$ cat src/core_defines.svh
/*
 * Core configuration macros
 * Widths, register count, reset address and multiplier depth
 */
`ifndef CORE_DEFINES_SVH
`define CORE_DEFINES_SVH

// Data and instruction width
`define CORE_XLEN 32

// Register file geometry
`define CORE_REG_ADDR_W 5
`define CORE_REG_COUNT 32

// First fetch address after reset
`define CORE_RESET_PC 32'h0000_0000

// Multiplier pipeline depth
`define CORE_MUL_STAGES 2

`endif

$ cat src/core_pkg.sv
/*
 * Core type package
 * Opcodes, ALU operations, unit selection and the packets
 * passed between issue, execution units and writeback
 */
`include "core_defines.svh"

package core_pkg;

    // Major opcodes handled by decode
    typedef enum logic [6:0] {
        OP     = 7'b0110011,
        OP_IMM = 7'b0010011
    } opcode_t;

    typedef enum logic [3:0] {
        ADD,
        SUB,
        SLL,
        SLT,
        SLTU,
        XOR,
        SRL,
        SRA,
        OR,
        AND
    } alu_op_t;

    // Higher value wins writeback
    typedef enum logic {
        UNIT_ALU = 1'b0,
        UNIT_MUL = 1'b1
    } unit_t;

    typedef struct packed {
        alu_op_t                     alu_op;
        logic [`CORE_XLEN-1:0]       a;
        logic [`CORE_XLEN-1:0]       b;
        logic [`CORE_REG_ADDR_W-1:0] rd;
    } issue_packet_t;

    typedef struct packed {
        logic                        valid;
        logic [`CORE_REG_ADDR_W-1:0] rd;
        logic [`CORE_XLEN-1:0]       data;
    } wb_packet_t;

endpackage

$ cat src/exec_unit_if.sv
/*
 * Execution unit link
 * Issue handshake from decode and done/ack writeback
 * handshake towards the arbiter
 */
`include "core_defines.svh"

interface exec_unit_if;

    // Issue side
    logic                    issue_valid;
    logic                    issue_ready;
    core_pkg::issue_packet_t packet;

    // Writeback side
    logic                        done;
    logic [`CORE_REG_ADDR_W-1:0] result_rd;
    logic [`CORE_XLEN-1:0]       result_data;
    logic                        ack;

    modport issue (
        output issue_valid, packet,
        input  issue_ready
    );

    modport unit (
        input  issue_valid, packet, ack,
        output issue_ready, done, result_rd, result_data
    );

    modport wb (
        input  done, result_rd, result_data,
        output ack
    );

endinterface

$ cat src/fetch_unit.sv
/*
 * Instruction fetch
 * Sequential PC driving a Wishbone classic read cycle,
 * with a one-entry buffer towards decode
 */
`include "core_defines.svh"

module fetch_unit (
    input  logic                  clk,
    input  logic                  rst_n,
    output logic                  ibus_cyc,
    output logic                  ibus_stb,
    output logic [`CORE_XLEN-1:0] ibus_adr,
    input  logic [`CORE_XLEN-1:0] ibus_dat_r,
    input  logic                  ibus_ack,
    output logic                  instr_valid,
    output logic [`CORE_XLEN-1:0] instr,
    input  logic                  instr_ready
);

    logic [`CORE_XLEN-1:0] pc;
    logic                  buf_valid;
    logic [`CORE_XLEN-1:0] buf_data;
    logic                  xfer_done;
    logic                  buf_free;

    assign xfer_done = ibus_cyc && ibus_ack;
    // Buffer empty now or drained on this edge
    assign buf_free  = !buf_valid || instr_ready;

    assign ibus_stb    = ibus_cyc;
    assign ibus_adr    = pc;
    assign instr_valid = buf_valid;
    assign instr       = buf_data;

    always_ff @(posedge clk or negedge rst_n) begin
        if (!rst_n) begin
            pc        <= `CORE_RESET_PC;
            ibus_cyc  <= 1'b0;
            buf_valid <= 1'b0;
        end else begin
            if (xfer_done) begin
                ibus_cyc <= 1'b0;
                pc       <= pc + 32'd4;
            end else if (!ibus_cyc && buf_free) begin
                ibus_cyc <= 1'b1;
            end

            if (xfer_done) begin
                buf_valid <= 1'b1;
            end else if (instr_ready) begin
                buf_valid <= 1'b0;
            end
        end
    end

    always_ff @(posedge clk) begin
        if (xfer_done) begin
            buf_data <= ibus_dat_r;
        end
    end

    //////////////////////////////////////////////////
    // Request held with a stable address until acked
    assert property (@(posedge clk) disable iff (!rst_n)
        ibus_cyc && !ibus_ack |=> ibus_cyc && $stable(ibus_adr));

endmodule

$ cat src/decode_issue.sv
/*
 * Decode and issue
 * Decodes OP, OP-IMM and MUL, tracks busy registers and
 * dispatches operands to the ALU or the multiplier
 */
`include "core_defines.svh"

module decode_issue (
    input  logic                        clk,
    input  logic                        rst_n,
    input  logic                        instr_valid,
    input  logic [`CORE_XLEN-1:0]       instr,
    output logic                        instr_ready,
    output logic [`CORE_REG_ADDR_W-1:0] rs1_addr,
    output logic [`CORE_REG_ADDR_W-1:0] rs2_addr,
    input  logic [`CORE_XLEN-1:0]       rs1_data,
    input  logic [`CORE_XLEN-1:0]       rs2_data,
    input  core_pkg::wb_packet_t        wb,
    exec_unit_if.issue                  alu_if,
    exec_unit_if.issue                  mul_if
);

    logic [2:0]                  funct3;
    logic [6:0]                  funct7;
    logic [`CORE_REG_ADDR_W-1:0] rd;
    logic                        is_op;
    logic                        is_imm;
    logic                        legal;
    logic                        is_nop;
    logic                        hazard;
    logic                        unit_ready;
    logic                        alu_fire;
    logic                        mul_fire;
    logic [`CORE_XLEN-1:0]       imm;
    logic [`CORE_REG_COUNT-1:0]  busy;
    core_pkg::alu_op_t           alu_op;
    core_pkg::unit_t             unit;
    core_pkg::issue_packet_t     packet;

    assign funct3   = instr[14:12];
    assign funct7   = instr[31:25];
    assign rd       = instr[11:7];
    assign rs1_addr = instr[19:15];
    assign rs2_addr = instr[24:20];
    assign is_op    = (instr[6:0] == core_pkg::OP);
    assign is_imm   = (instr[6:0] == core_pkg::OP_IMM);
    assign imm      = {{(`CORE_XLEN-12){instr[31]}}, instr[31:20]};

    //////////////////////////////////////////////////
    // Field decode
    always_comb begin
        unit  = core_pkg::UNIT_ALU;
        legal = 1'b0;
        case (funct3)
            3'b000:  alu_op = (is_op && funct7[5]) ? core_pkg::SUB : core_pkg::ADD;
            3'b001:  alu_op = core_pkg::SLL;
            3'b010:  alu_op = core_pkg::SLT;
            3'b011:  alu_op = core_pkg::SLTU;
            3'b100:  alu_op = core_pkg::XOR;
            3'b101:  alu_op = funct7[5] ? core_pkg::SRA : core_pkg::SRL;
            3'b110:  alu_op = core_pkg::OR;
            default: alu_op = core_pkg::AND;
        endcase

        if (is_op) begin
            if (funct7 == 7'b0000001) begin
                // Only MUL of the M extension
                unit  = core_pkg::UNIT_MUL;
                legal = (funct3 == 3'b000);
            end else begin
                legal = (funct7 == 7'b0000000) ||
                        (funct7 == 7'b0100000 && (funct3 == 3'b000 || funct3 == 3'b101));
            end
        end else if (is_imm) begin
            if (funct3 == 3'b001) begin
                legal = (funct7 == 7'b0000000);
            end else if (funct3 == 3'b101) begin
                legal = (funct7 == 7'b0000000) || (funct7 == 7'b0100000);
            end else begin
                legal = 1'b1;
            end
        end
    end

    //////////////////////////////////////////////////
    // Hazards and dispatch
    assign is_nop     = !legal || (rd == '0);
    // rs2 field is immediate bits for OP-IMM
    assign hazard     = busy[rs1_addr] || (is_op && busy[rs2_addr]) || busy[rd];
    assign unit_ready = (unit == core_pkg::UNIT_MUL) ? mul_if.issue_ready
                                                     : alu_if.issue_ready;

    assign alu_if.issue_valid = instr_valid && !is_nop && !hazard &&
                                (unit == core_pkg::UNIT_ALU);
    assign mul_if.issue_valid = instr_valid && !is_nop && !hazard &&
                                (unit == core_pkg::UNIT_MUL);
    assign instr_ready        = is_nop || (!hazard && unit_ready);

    assign alu_fire = alu_if.issue_valid && alu_if.issue_ready;
    assign mul_fire = mul_if.issue_valid && mul_if.issue_ready;

    assign packet.alu_op = alu_op;
    assign packet.a      = rs1_data;
    assign packet.b      = is_op ? rs2_data : imm;
    assign packet.rd     = rd;
    assign alu_if.packet = packet;
    assign mul_if.packet = packet;

    // Set and clear never hit the same register
    always_ff @(posedge clk or negedge rst_n) begin
        if (!rst_n) begin
            busy <= '0;
        end else begin
            if (wb.valid) begin
                busy[wb.rd] <= 1'b0;
            end
            if (alu_fire || mul_fire) begin
                busy[rd] <= 1'b1;
            end
        end
    end

    // Every writeback returns a register reserved at issue
    assert property (@(posedge clk) disable iff (!rst_n)
        wb.valid |-> busy[wb.rd]);

endmodule

$ cat src/register_file.sv
/*
 * Integer register file
 * 32 x 32 bit, two combinational read ports with
 * writeback bypass, one write port, x0 reads zero
 */
`include "core_defines.svh"

module register_file (
    input  logic                        clk,
    input  logic                        rst_n,
    input  logic [`CORE_REG_ADDR_W-1:0] rs1_addr,
    input  logic [`CORE_REG_ADDR_W-1:0] rs2_addr,
    output logic [`CORE_XLEN-1:0]       rs1_data,
    output logic [`CORE_XLEN-1:0]       rs2_data,
    input  core_pkg::wb_packet_t        wb
);

    logic [`CORE_XLEN-1:0] regs [`CORE_REG_COUNT];

    function automatic logic [`CORE_XLEN-1:0] read_port(
        input logic [`CORE_REG_ADDR_W-1:0] addr
    );
        if (addr == '0) begin
            return '0;
        end else if (wb.valid && wb.rd == addr) begin
            return wb.data;
        end
        return regs[addr];
    endfunction

    always_comb begin
        rs1_data = read_port(rs1_addr);
        rs2_data = read_port(rs2_addr);
    end

    always_ff @(posedge clk) begin
        if (wb.valid && wb.rd != '0) begin
            regs[wb.rd] <= wb.data;
        end
    end

    // Decode drops rd x0, so no unit ever returns it
    assert property (@(posedge clk) disable iff (!rst_n) wb.valid |-> wb.rd != '0);

endmodule

$ cat src/alu_unit.sv
/*
 * Integer ALU
 * Single-cycle RV32I operations, result held until acked
 */
`include "core_defines.svh"

module alu_unit (
    input  logic       clk,
    input  logic       rst_n,
    exec_unit_if.unit  alu_if
);

    localparam int SHAMT_W = $clog2(`CORE_XLEN);

    logic [`CORE_XLEN-1:0] a;
    logic [`CORE_XLEN-1:0] b;
    logic [SHAMT_W-1:0]    shamt;
    logic [`CORE_XLEN-1:0] result;
    logic                  fire;

    assign a     = alu_if.packet.a;
    assign b     = alu_if.packet.b;
    assign shamt = b[SHAMT_W-1:0];
    assign fire  = alu_if.issue_valid && alu_if.issue_ready;

    // Free when empty or leaving this cycle
    assign alu_if.issue_ready = !alu_if.done || alu_if.ack;

    always_comb begin
        case (alu_if.packet.alu_op)
            core_pkg::SUB:  result = a - b;
            core_pkg::SLL:  result = a << shamt;
            core_pkg::SLT:  result = {{(`CORE_XLEN-1){1'b0}}, $signed(a) < $signed(b)};
            core_pkg::SLTU: result = {{(`CORE_XLEN-1){1'b0}}, a < b};
            core_pkg::XOR:  result = a ^ b;
            core_pkg::SRL:  result = a >> shamt;
            core_pkg::SRA:  result = $unsigned($signed(a) >>> shamt);
            core_pkg::OR:   result = a | b;
            core_pkg::AND:  result = a & b;
            default:        result = a + b;
        endcase
    end

    always_ff @(posedge clk or negedge rst_n) begin
        if (!rst_n) begin
            alu_if.done <= 1'b0;
        end else if (fire) begin
            alu_if.done <= 1'b1;
        end else if (alu_if.ack) begin
            alu_if.done <= 1'b0;
        end
    end

    always_ff @(posedge clk) begin
        if (fire) begin
            alu_if.result_rd   <= alu_if.packet.rd;
            alu_if.result_data <= result;
        end
    end

endmodule

$ cat src/mul_unit.sv
/*
 * Pipelined multiplier
 * Signed 32 x 32 product, low word kept, whole pipe
 * freezes while the last stage waits for ack
 */
`include "core_defines.svh"

module mul_unit (
    input  logic       clk,
    input  logic       rst_n,
    exec_unit_if.unit  mul_if
);

    localparam int STAGES = `CORE_MUL_STAGES;

    logic [STAGES-1:0]           stage_valid;
    logic [`CORE_REG_ADDR_W-1:0] stage_rd   [STAGES];
    logic [`CORE_XLEN-1:0]       stage_data [STAGES];
    logic signed [2*`CORE_XLEN-1:0] product;
    logic                        stall;
    logic                        fire;

    assign product = $signed(mul_if.packet.a) * $signed(mul_if.packet.b);

    // Back-pressure from an unacked result
    assign stall = stage_valid[STAGES-1] && !mul_if.ack;
    assign fire  = mul_if.issue_valid && mul_if.issue_ready;

    assign mul_if.issue_ready = !stall;
    assign mul_if.done        = stage_valid[STAGES-1];
    assign mul_if.result_rd   = stage_rd[STAGES-1];
    assign mul_if.result_data = stage_data[STAGES-1];

    always_ff @(posedge clk or negedge rst_n) begin
        if (!rst_n) begin
            stage_valid <= '0;
        end else if (!stall) begin
            stage_valid[0] <= fire;
            for (int i = 1; i < STAGES; i++) begin
                stage_valid[i] <= stage_valid[i-1];
            end
        end
    end

    always_ff @(posedge clk) begin
        if (!stall) begin
            stage_rd[0]   <= mul_if.packet.rd;
            stage_data[0] <= product[`CORE_XLEN-1:0];
            for (int i = 1; i < STAGES; i++) begin
                stage_rd[i]   <= stage_rd[i-1];
                stage_data[i] <= stage_data[i-1];
            end
        end
    end

endmodule

$ cat src/writeback_arbiter.sv
/*
 * Writeback arbiter
 * Fixed priority (multiplier first), combinational
 * writeback packet plus a registered trace copy
 */
`include "core_defines.svh"

module writeback_arbiter (
    input  logic                 clk,
    input  logic                 rst_n,
    exec_unit_if.wb              alu_if,
    exec_unit_if.wb              mul_if,
    output core_pkg::wb_packet_t wb,
    output core_pkg::wb_packet_t trace
);

    core_pkg::unit_t winner;

    assign winner = mul_if.done ? core_pkg::UNIT_MUL : core_pkg::UNIT_ALU;

    assign mul_if.ack = mul_if.done;
    assign alu_if.ack = alu_if.done && (winner == core_pkg::UNIT_ALU);

    always_comb begin
        wb.valid = mul_if.done || alu_if.done;
        if (winner == core_pkg::UNIT_MUL) begin
            wb.rd   = mul_if.result_rd;
            wb.data = mul_if.result_data;
        end else begin
            wb.rd   = alu_if.result_rd;
            wb.data = alu_if.result_data;
        end
    end

    // Trace shows each write one cycle after it lands
    always_ff @(posedge clk or negedge rst_n) begin
        if (!rst_n) begin
            trace <= '0;
        end else begin
            trace <= wb;
        end
    end

    // A losing ALU result waits unchanged for its ack
    assert property (@(posedge clk) disable iff (!rst_n)
        alu_if.done && !alu_if.ack |=>
            alu_if.done && $stable(alu_if.result_rd) && $stable(alu_if.result_data));

endmodule

$ cat src/core_top.sv
/*
 * Core top level
 * Fetch, decode/issue, register file, ALU, multiplier
 * and writeback arbiter behind plain ports
 */
`include "core_defines.svh"

module core_top (
    input  logic                        clk,
    input  logic                        rst_n,
    output logic                        ibus_cyc,
    output logic                        ibus_stb,
    output logic [`CORE_XLEN-1:0]       ibus_adr,
    input  logic [`CORE_XLEN-1:0]       ibus_dat_r,
    input  logic                        ibus_ack,
    output logic                        wb_valid,
    output logic [`CORE_REG_ADDR_W-1:0] wb_rd,
    output logic [`CORE_XLEN-1:0]       wb_data
);

    logic                        instr_valid;
    logic [`CORE_XLEN-1:0]       instr;
    logic                        instr_ready;
    logic [`CORE_REG_ADDR_W-1:0] rs1_addr;
    logic [`CORE_REG_ADDR_W-1:0] rs2_addr;
    logic [`CORE_XLEN-1:0]       rs1_data;
    logic [`CORE_XLEN-1:0]       rs2_data;
    core_pkg::wb_packet_t        wb;
    core_pkg::wb_packet_t        trace;

    exec_unit_if alu_if ();
    exec_unit_if mul_if ();

    //////////////////////////////////////////////////
    // Front end
    fetch_unit u_fetch_unit (
        .clk         (clk),
        .rst_n       (rst_n),
        .ibus_cyc    (ibus_cyc),
        .ibus_stb    (ibus_stb),
        .ibus_adr    (ibus_adr),
        .ibus_dat_r  (ibus_dat_r),
        .ibus_ack    (ibus_ack),
        .instr_valid (instr_valid),
        .instr       (instr),
        .instr_ready (instr_ready)
    );

    decode_issue u_decode_issue (
        .clk         (clk),
        .rst_n       (rst_n),
        .instr_valid (instr_valid),
        .instr       (instr),
        .instr_ready (instr_ready),
        .rs1_addr    (rs1_addr),
        .rs2_addr    (rs2_addr),
        .rs1_data    (rs1_data),
        .rs2_data    (rs2_data),
        .wb          (wb),
        .alu_if      (alu_if),
        .mul_if      (mul_if)
    );

    register_file u_register_file (
        .clk      (clk),
        .rst_n    (rst_n),
        .rs1_addr (rs1_addr),
        .rs2_addr (rs2_addr),
        .rs1_data (rs1_data),
        .rs2_data (rs2_data),
        .wb       (wb)
    );

    //////////////////////////////////////////////////
    // Execution and writeback
    alu_unit u_alu_unit (
        .clk    (clk),
        .rst_n  (rst_n),
        .alu_if (alu_if)
    );

    mul_unit u_mul_unit (
        .clk    (clk),
        .rst_n  (rst_n),
        .mul_if (mul_if)
    );

    writeback_arbiter u_writeback_arbiter (
        .clk    (clk),
        .rst_n  (rst_n),
        .alu_if (alu_if),
        .mul_if (mul_if),
        .wb     (wb),
        .trace  (trace)
    );

    assign wb_valid = trace.valid;
    assign wb_rd    = trace.rd;
    assign wb_data  = trace.data;

endmodule

$ cat config.mk
export PLATFORM = sky130hd
export DESIGN_NAME = core_top
export DESIGN_NICKNAME = d
export VERILOG_FILES = /design/src/core_pkg.sv /design/src/exec_unit_if.sv /design/src/fetch_unit.sv /design/src/decode_issue.sv /design/src/register_file.sv /design/src/alu_unit.sv /design/src/mul_unit.sv /design/src/writeback_arbiter.sv /design/src/core_top.sv
export VERILOG_INCLUDE_DIRS = /design/src
export SDC_FILE = /design/constraint.sdc
export NUM_CORES = 2
export LEC_CHECK = 0
export CORE_MARGIN = 10
export CORE_UTILIZATION = 50
export DETAILED_ROUTE_END_ITERATION = 6
export DONT_BUFFER_PORTS = 1
export MAX_ROUTING_LAYER = met4
export PLACE_DENSITY_LB_ADDON = 0.15
export SLEW_MARGIN = 10
export SYNTH_ARGS = -nofsm -noshare
export SYNTH_HDL_FRONTEND = slang
export SYNTH_SLANG_ARGS = --single-unit
$ cat constraint.sdc
create_clock -name clk -period 16.07 [get_ports clk]
set_input_delay 0.8035 -clock clk [delete_from_list [all_inputs] [get_ports clk]]
set_output_delay 0.8035 -clock clk [all_outputs]
set_load 0.02 [all_outputs]
==> impl_results.md <==
- Routed wire length: approximately 300000 um
- PostCTS Resize Cnt: 0
- Total gr overflow: 0
- Clock sinks: 1282
- Final count of hold timing violations: 0
- Worst-path clk slew: 0.07 ns
- Drt pass-1 iters: 7
- Slew Viols, Final: 0
- RSZ-0062 raised after global routing: no
- CTS tree: yes
- Initial antenna violation count: 8
- Critical Path Fanout Max: a little under 70
- Final ANT Viol Nets: 0
- Row count: 147
- Die area: 0.179 sq mm
- Nets: 6706
- WP data arrival: 12.25 ns
- Rel. slew slack: 11.3%
- Worst R2R Path Depth: 32
- Top cells by area, synth: edfxtp_1 40%, mux4_2 16%, fa_1 10%
- Worst clock skew: 0.0669 ns
- Critical path startpoint category: flop
- Outcome: finished, violations left
- Fraction of the mapped netlist area in adder cells: 14.0%
- Number of CTS-inserted buffers: 137
- Failing checks: DRC
- Port Buffer Count: 0
- Synth Cell Area: 0.0811 sq mm
- Mapped Avg Cell Area: about 13 sq um
- Synth top area share: 40.5%
- Critical Path End Type: flop
- Max-Cap Viols: 0
- Vias per cell: 6.70
- Hpwl dp: 198000 um
- WL/cell: 36.3 um
- Post-synth EDFFs: around 1100
- Post-route DRC: 1
- Synth Area in XOR/XNOR: 1.52%
- Req. time, crit path: 16.74 ns
- Share of layout cells above drive strength 1: 18.5%
- Post-synthesis cell count: 6043
- CP max-delay cell: dfxtp_4
- Initial DRC count: about 7700
- Mux cell area share after synthesis: 20.2%
- H-tree levels: 4
- First-pass GRT wire length: between 400000 and 500000 um
- Final weighted congestion in routability-driven placement: 1.05
- Post-synthesis simple-gate area fraction: 6.90%
- Worst-skew pair later-pin latency: between 0.8 and 0.9 ns
- Synth Register Bits: 1282
- Hold depth: 0
- YS warnings: 0
- Fmax: around 86 MHz
- Asr flop ratio synth: between 8 and 9%
- Final period util: 72.0%
- Hold Crit Class: input pin to flop
- WP depth: 32
- Worst Max-Slew Pin Slew: roughly 1.3 ns
- Post-synthesis sequential area ratio: 45.8%
- Crit-path max cell delay: 0.91 ns
- Final setup violation count: 0
- Core area: 0.161 sq mm
- DIE WIDTH: between 400 and 500 um
- Final worst path period need: 11.57 ns
- Largest net degree at the start of global routing: around 110
- Gr usage total: 34.2%
- Kind of critical path: flop to flop
- Deepest clock path buffer count: 3
- Vias in the first global route: 55600
- WP buf/inv: 10
- Most used cell, CP: fa_1
- Final-layout fill cell count: 13200
- Clk Tree Root Cell: clkbuf_16
- Synth unique cells: 104
- Main synth FF type: edfxtp_1
- P&R area growth vs syn: 9.05%
- Setup TNS: 0 ns
- Main combinational cell family by area after synthesis: multiplexers
- Delay-heaviest family, CP: adder cells
- Initial core utilization: 50.4%
- Die Span Y: 423 um
- Vias post-DR: 55500
- Io pins: 107
- Yosys top cell by area: edfxtp_1
- Compound-cell area share of the yosys netlist: 6.62%
-- sequential cells by signal, summed over array words and instances (netlist names), 2 cells and up, named ones only --
| register | flops |
|---|---|
| u_alu_unit.alu_if.result_data | 32 |
| u_alu_unit.alu_if.result_rd | 5 |
| u_decode_issue.busy | 32 |
| u_fetch_unit.ibus_adr | 30 |
| u_fetch_unit.instr | 32 |
| u_mul_unit.stage_data | 64 |
| u_mul_unit.stage_rd | 10 |
| u_mul_unit.stage_valid | 2 |
| u_register_file.regs | 1024 |
| u_writeback_arbiter.trace | 38 |
-- layout by cell type, fill, tap and decap left out, types with 31 or more instances in the layout --
cell / instances
o21ai_0: 226
dfrtp_1: 104
buf_4: 164
clkbuf_1: 36
ha_1: 248
mux2i_1: 234
clkbuf_16: 138
o211ai_1: 33
inv_1: 557
nor2_1: 551
a22oi_1: 39
a21oi_1: 147
nor2_4: 32
nand3_1: 85
xnor2_1: 100
a21o_1: 34
conb_1: 34
edfxtp_1: 1093
dfxtp_1: 74
fa_1: 410
o221ai_1: 31
mux4_2: 589
nor3_1: 55
mux2_2: 58
nand2_1: 448
-- synth_stat cells, types with 31 or more instances --
library cell     n
a22oi_1         40
buf_1           52
buf_2           92
mux2_2          58
edfxtp_1      1093
fa_1           410
ha_1           248
o221ai_1        31
inv_1          559
nand2_1        448
buf_4           39
clkbuf_1       166
a21o_1          34
mux4_2         589
dfxtp_1         84
a21oi_1        150
mux2i_1        234
xnor2_1        100
dfrtp_1        105
nor2_1         583
o211ai_1        33
nand3_1         85
o21ai_0        229
nor3_1          56
-- path summary, 6_finish.rpt --
kind	slack, ns	from	end
max in group asynchronous	14.70	rst_n	u_mul_unit.stage_valid[1]$_DFF_PN0_
max	4.50	flop	u_mul_unit.stage_data[0][31]$_DFF_P_
max reg2reg	4.50	flop	u_mul_unit.stage_data[0][31]$_DFF_P_
min	0.09	ibus_dat_r[9]	u_fetch_unit.instr[9]$_DFFE_PP_
min in group asynchronous	0.60	rst_n	u_writeback_arbiter.trace[30]$_DFF_PN0_
min reg2reg	0.33	u_mul_unit.stage_data[0][7]$_DFF_P_	u_mul_unit.stage_data[0][39]$_DFF_P_
-- cell type report --
cell class	instances	area, sq um	area share (%)
multi-input cells	3839	40400	45.7
clock buffers	181	3680	4.17
flip-flops and latches	1282	37200	42.0
repair buffers	170	1350	1.53
inverters	583	2200	2.49
diodes	6	15.0	0.0170
well taps	2160	2700	3.06
clock inverters	71	892	1.01
-- kinds of logic (layout without fill, tap and decap cells) --
logic type	count (synthesis)	after routing
and+or+nand+nor	1324	1324
DFF	1282	1282
buffers and inverters	955	1005
muxes	889	889
AOI/OAI and AO/OA	804	804
adders and majority gates	658	658
xor gates and xnor gates	130	130
other	1	40
-- stage by stage --
stage / utilization (%) / instance area (sq um) / cells / hold WS, ns / setup slack, ns
after floorplan: - / 81200 / 6076 / 0.310 / 6.06
after detailed placement: 52.1 / 83800 / 8032 / 0.312 / 4.56
after CTS: 54.9 / 88400 / 8286 / 0.0392 / 4.53
final: 54.9 / 88400 / 8292 / 0.0863 / 4.50
after global routing: 54.9 / 88400 / 8291 / 0.0574 / 3.84
after global placement: 52.1 / 83800 / 8032 / 0.310 / 4.69
-- repair_timing --
| action | in CTS | in global routing |
|---|---|---|
| endpoints found under the hold margin | 105 | 0 |
| setup buffers | 0 | 0 |
| hold buffers | 2 | 0 |
-- layer usage --
metal / up-vias / track usage, % / share of wire (%)
li1: 22300 / - / -
met2: 3549 / 52.5 / 47
met3: 851 / 5.97 / 9.6
met5: - / - / 0
met4: 0 / 19.6 / 7.2
met1: 28900 / 43.1 / 37
Power is left out: the tool's default activity adds up to more than one toggle a clock period on the data nets, which glitch-free logic cannot reach.
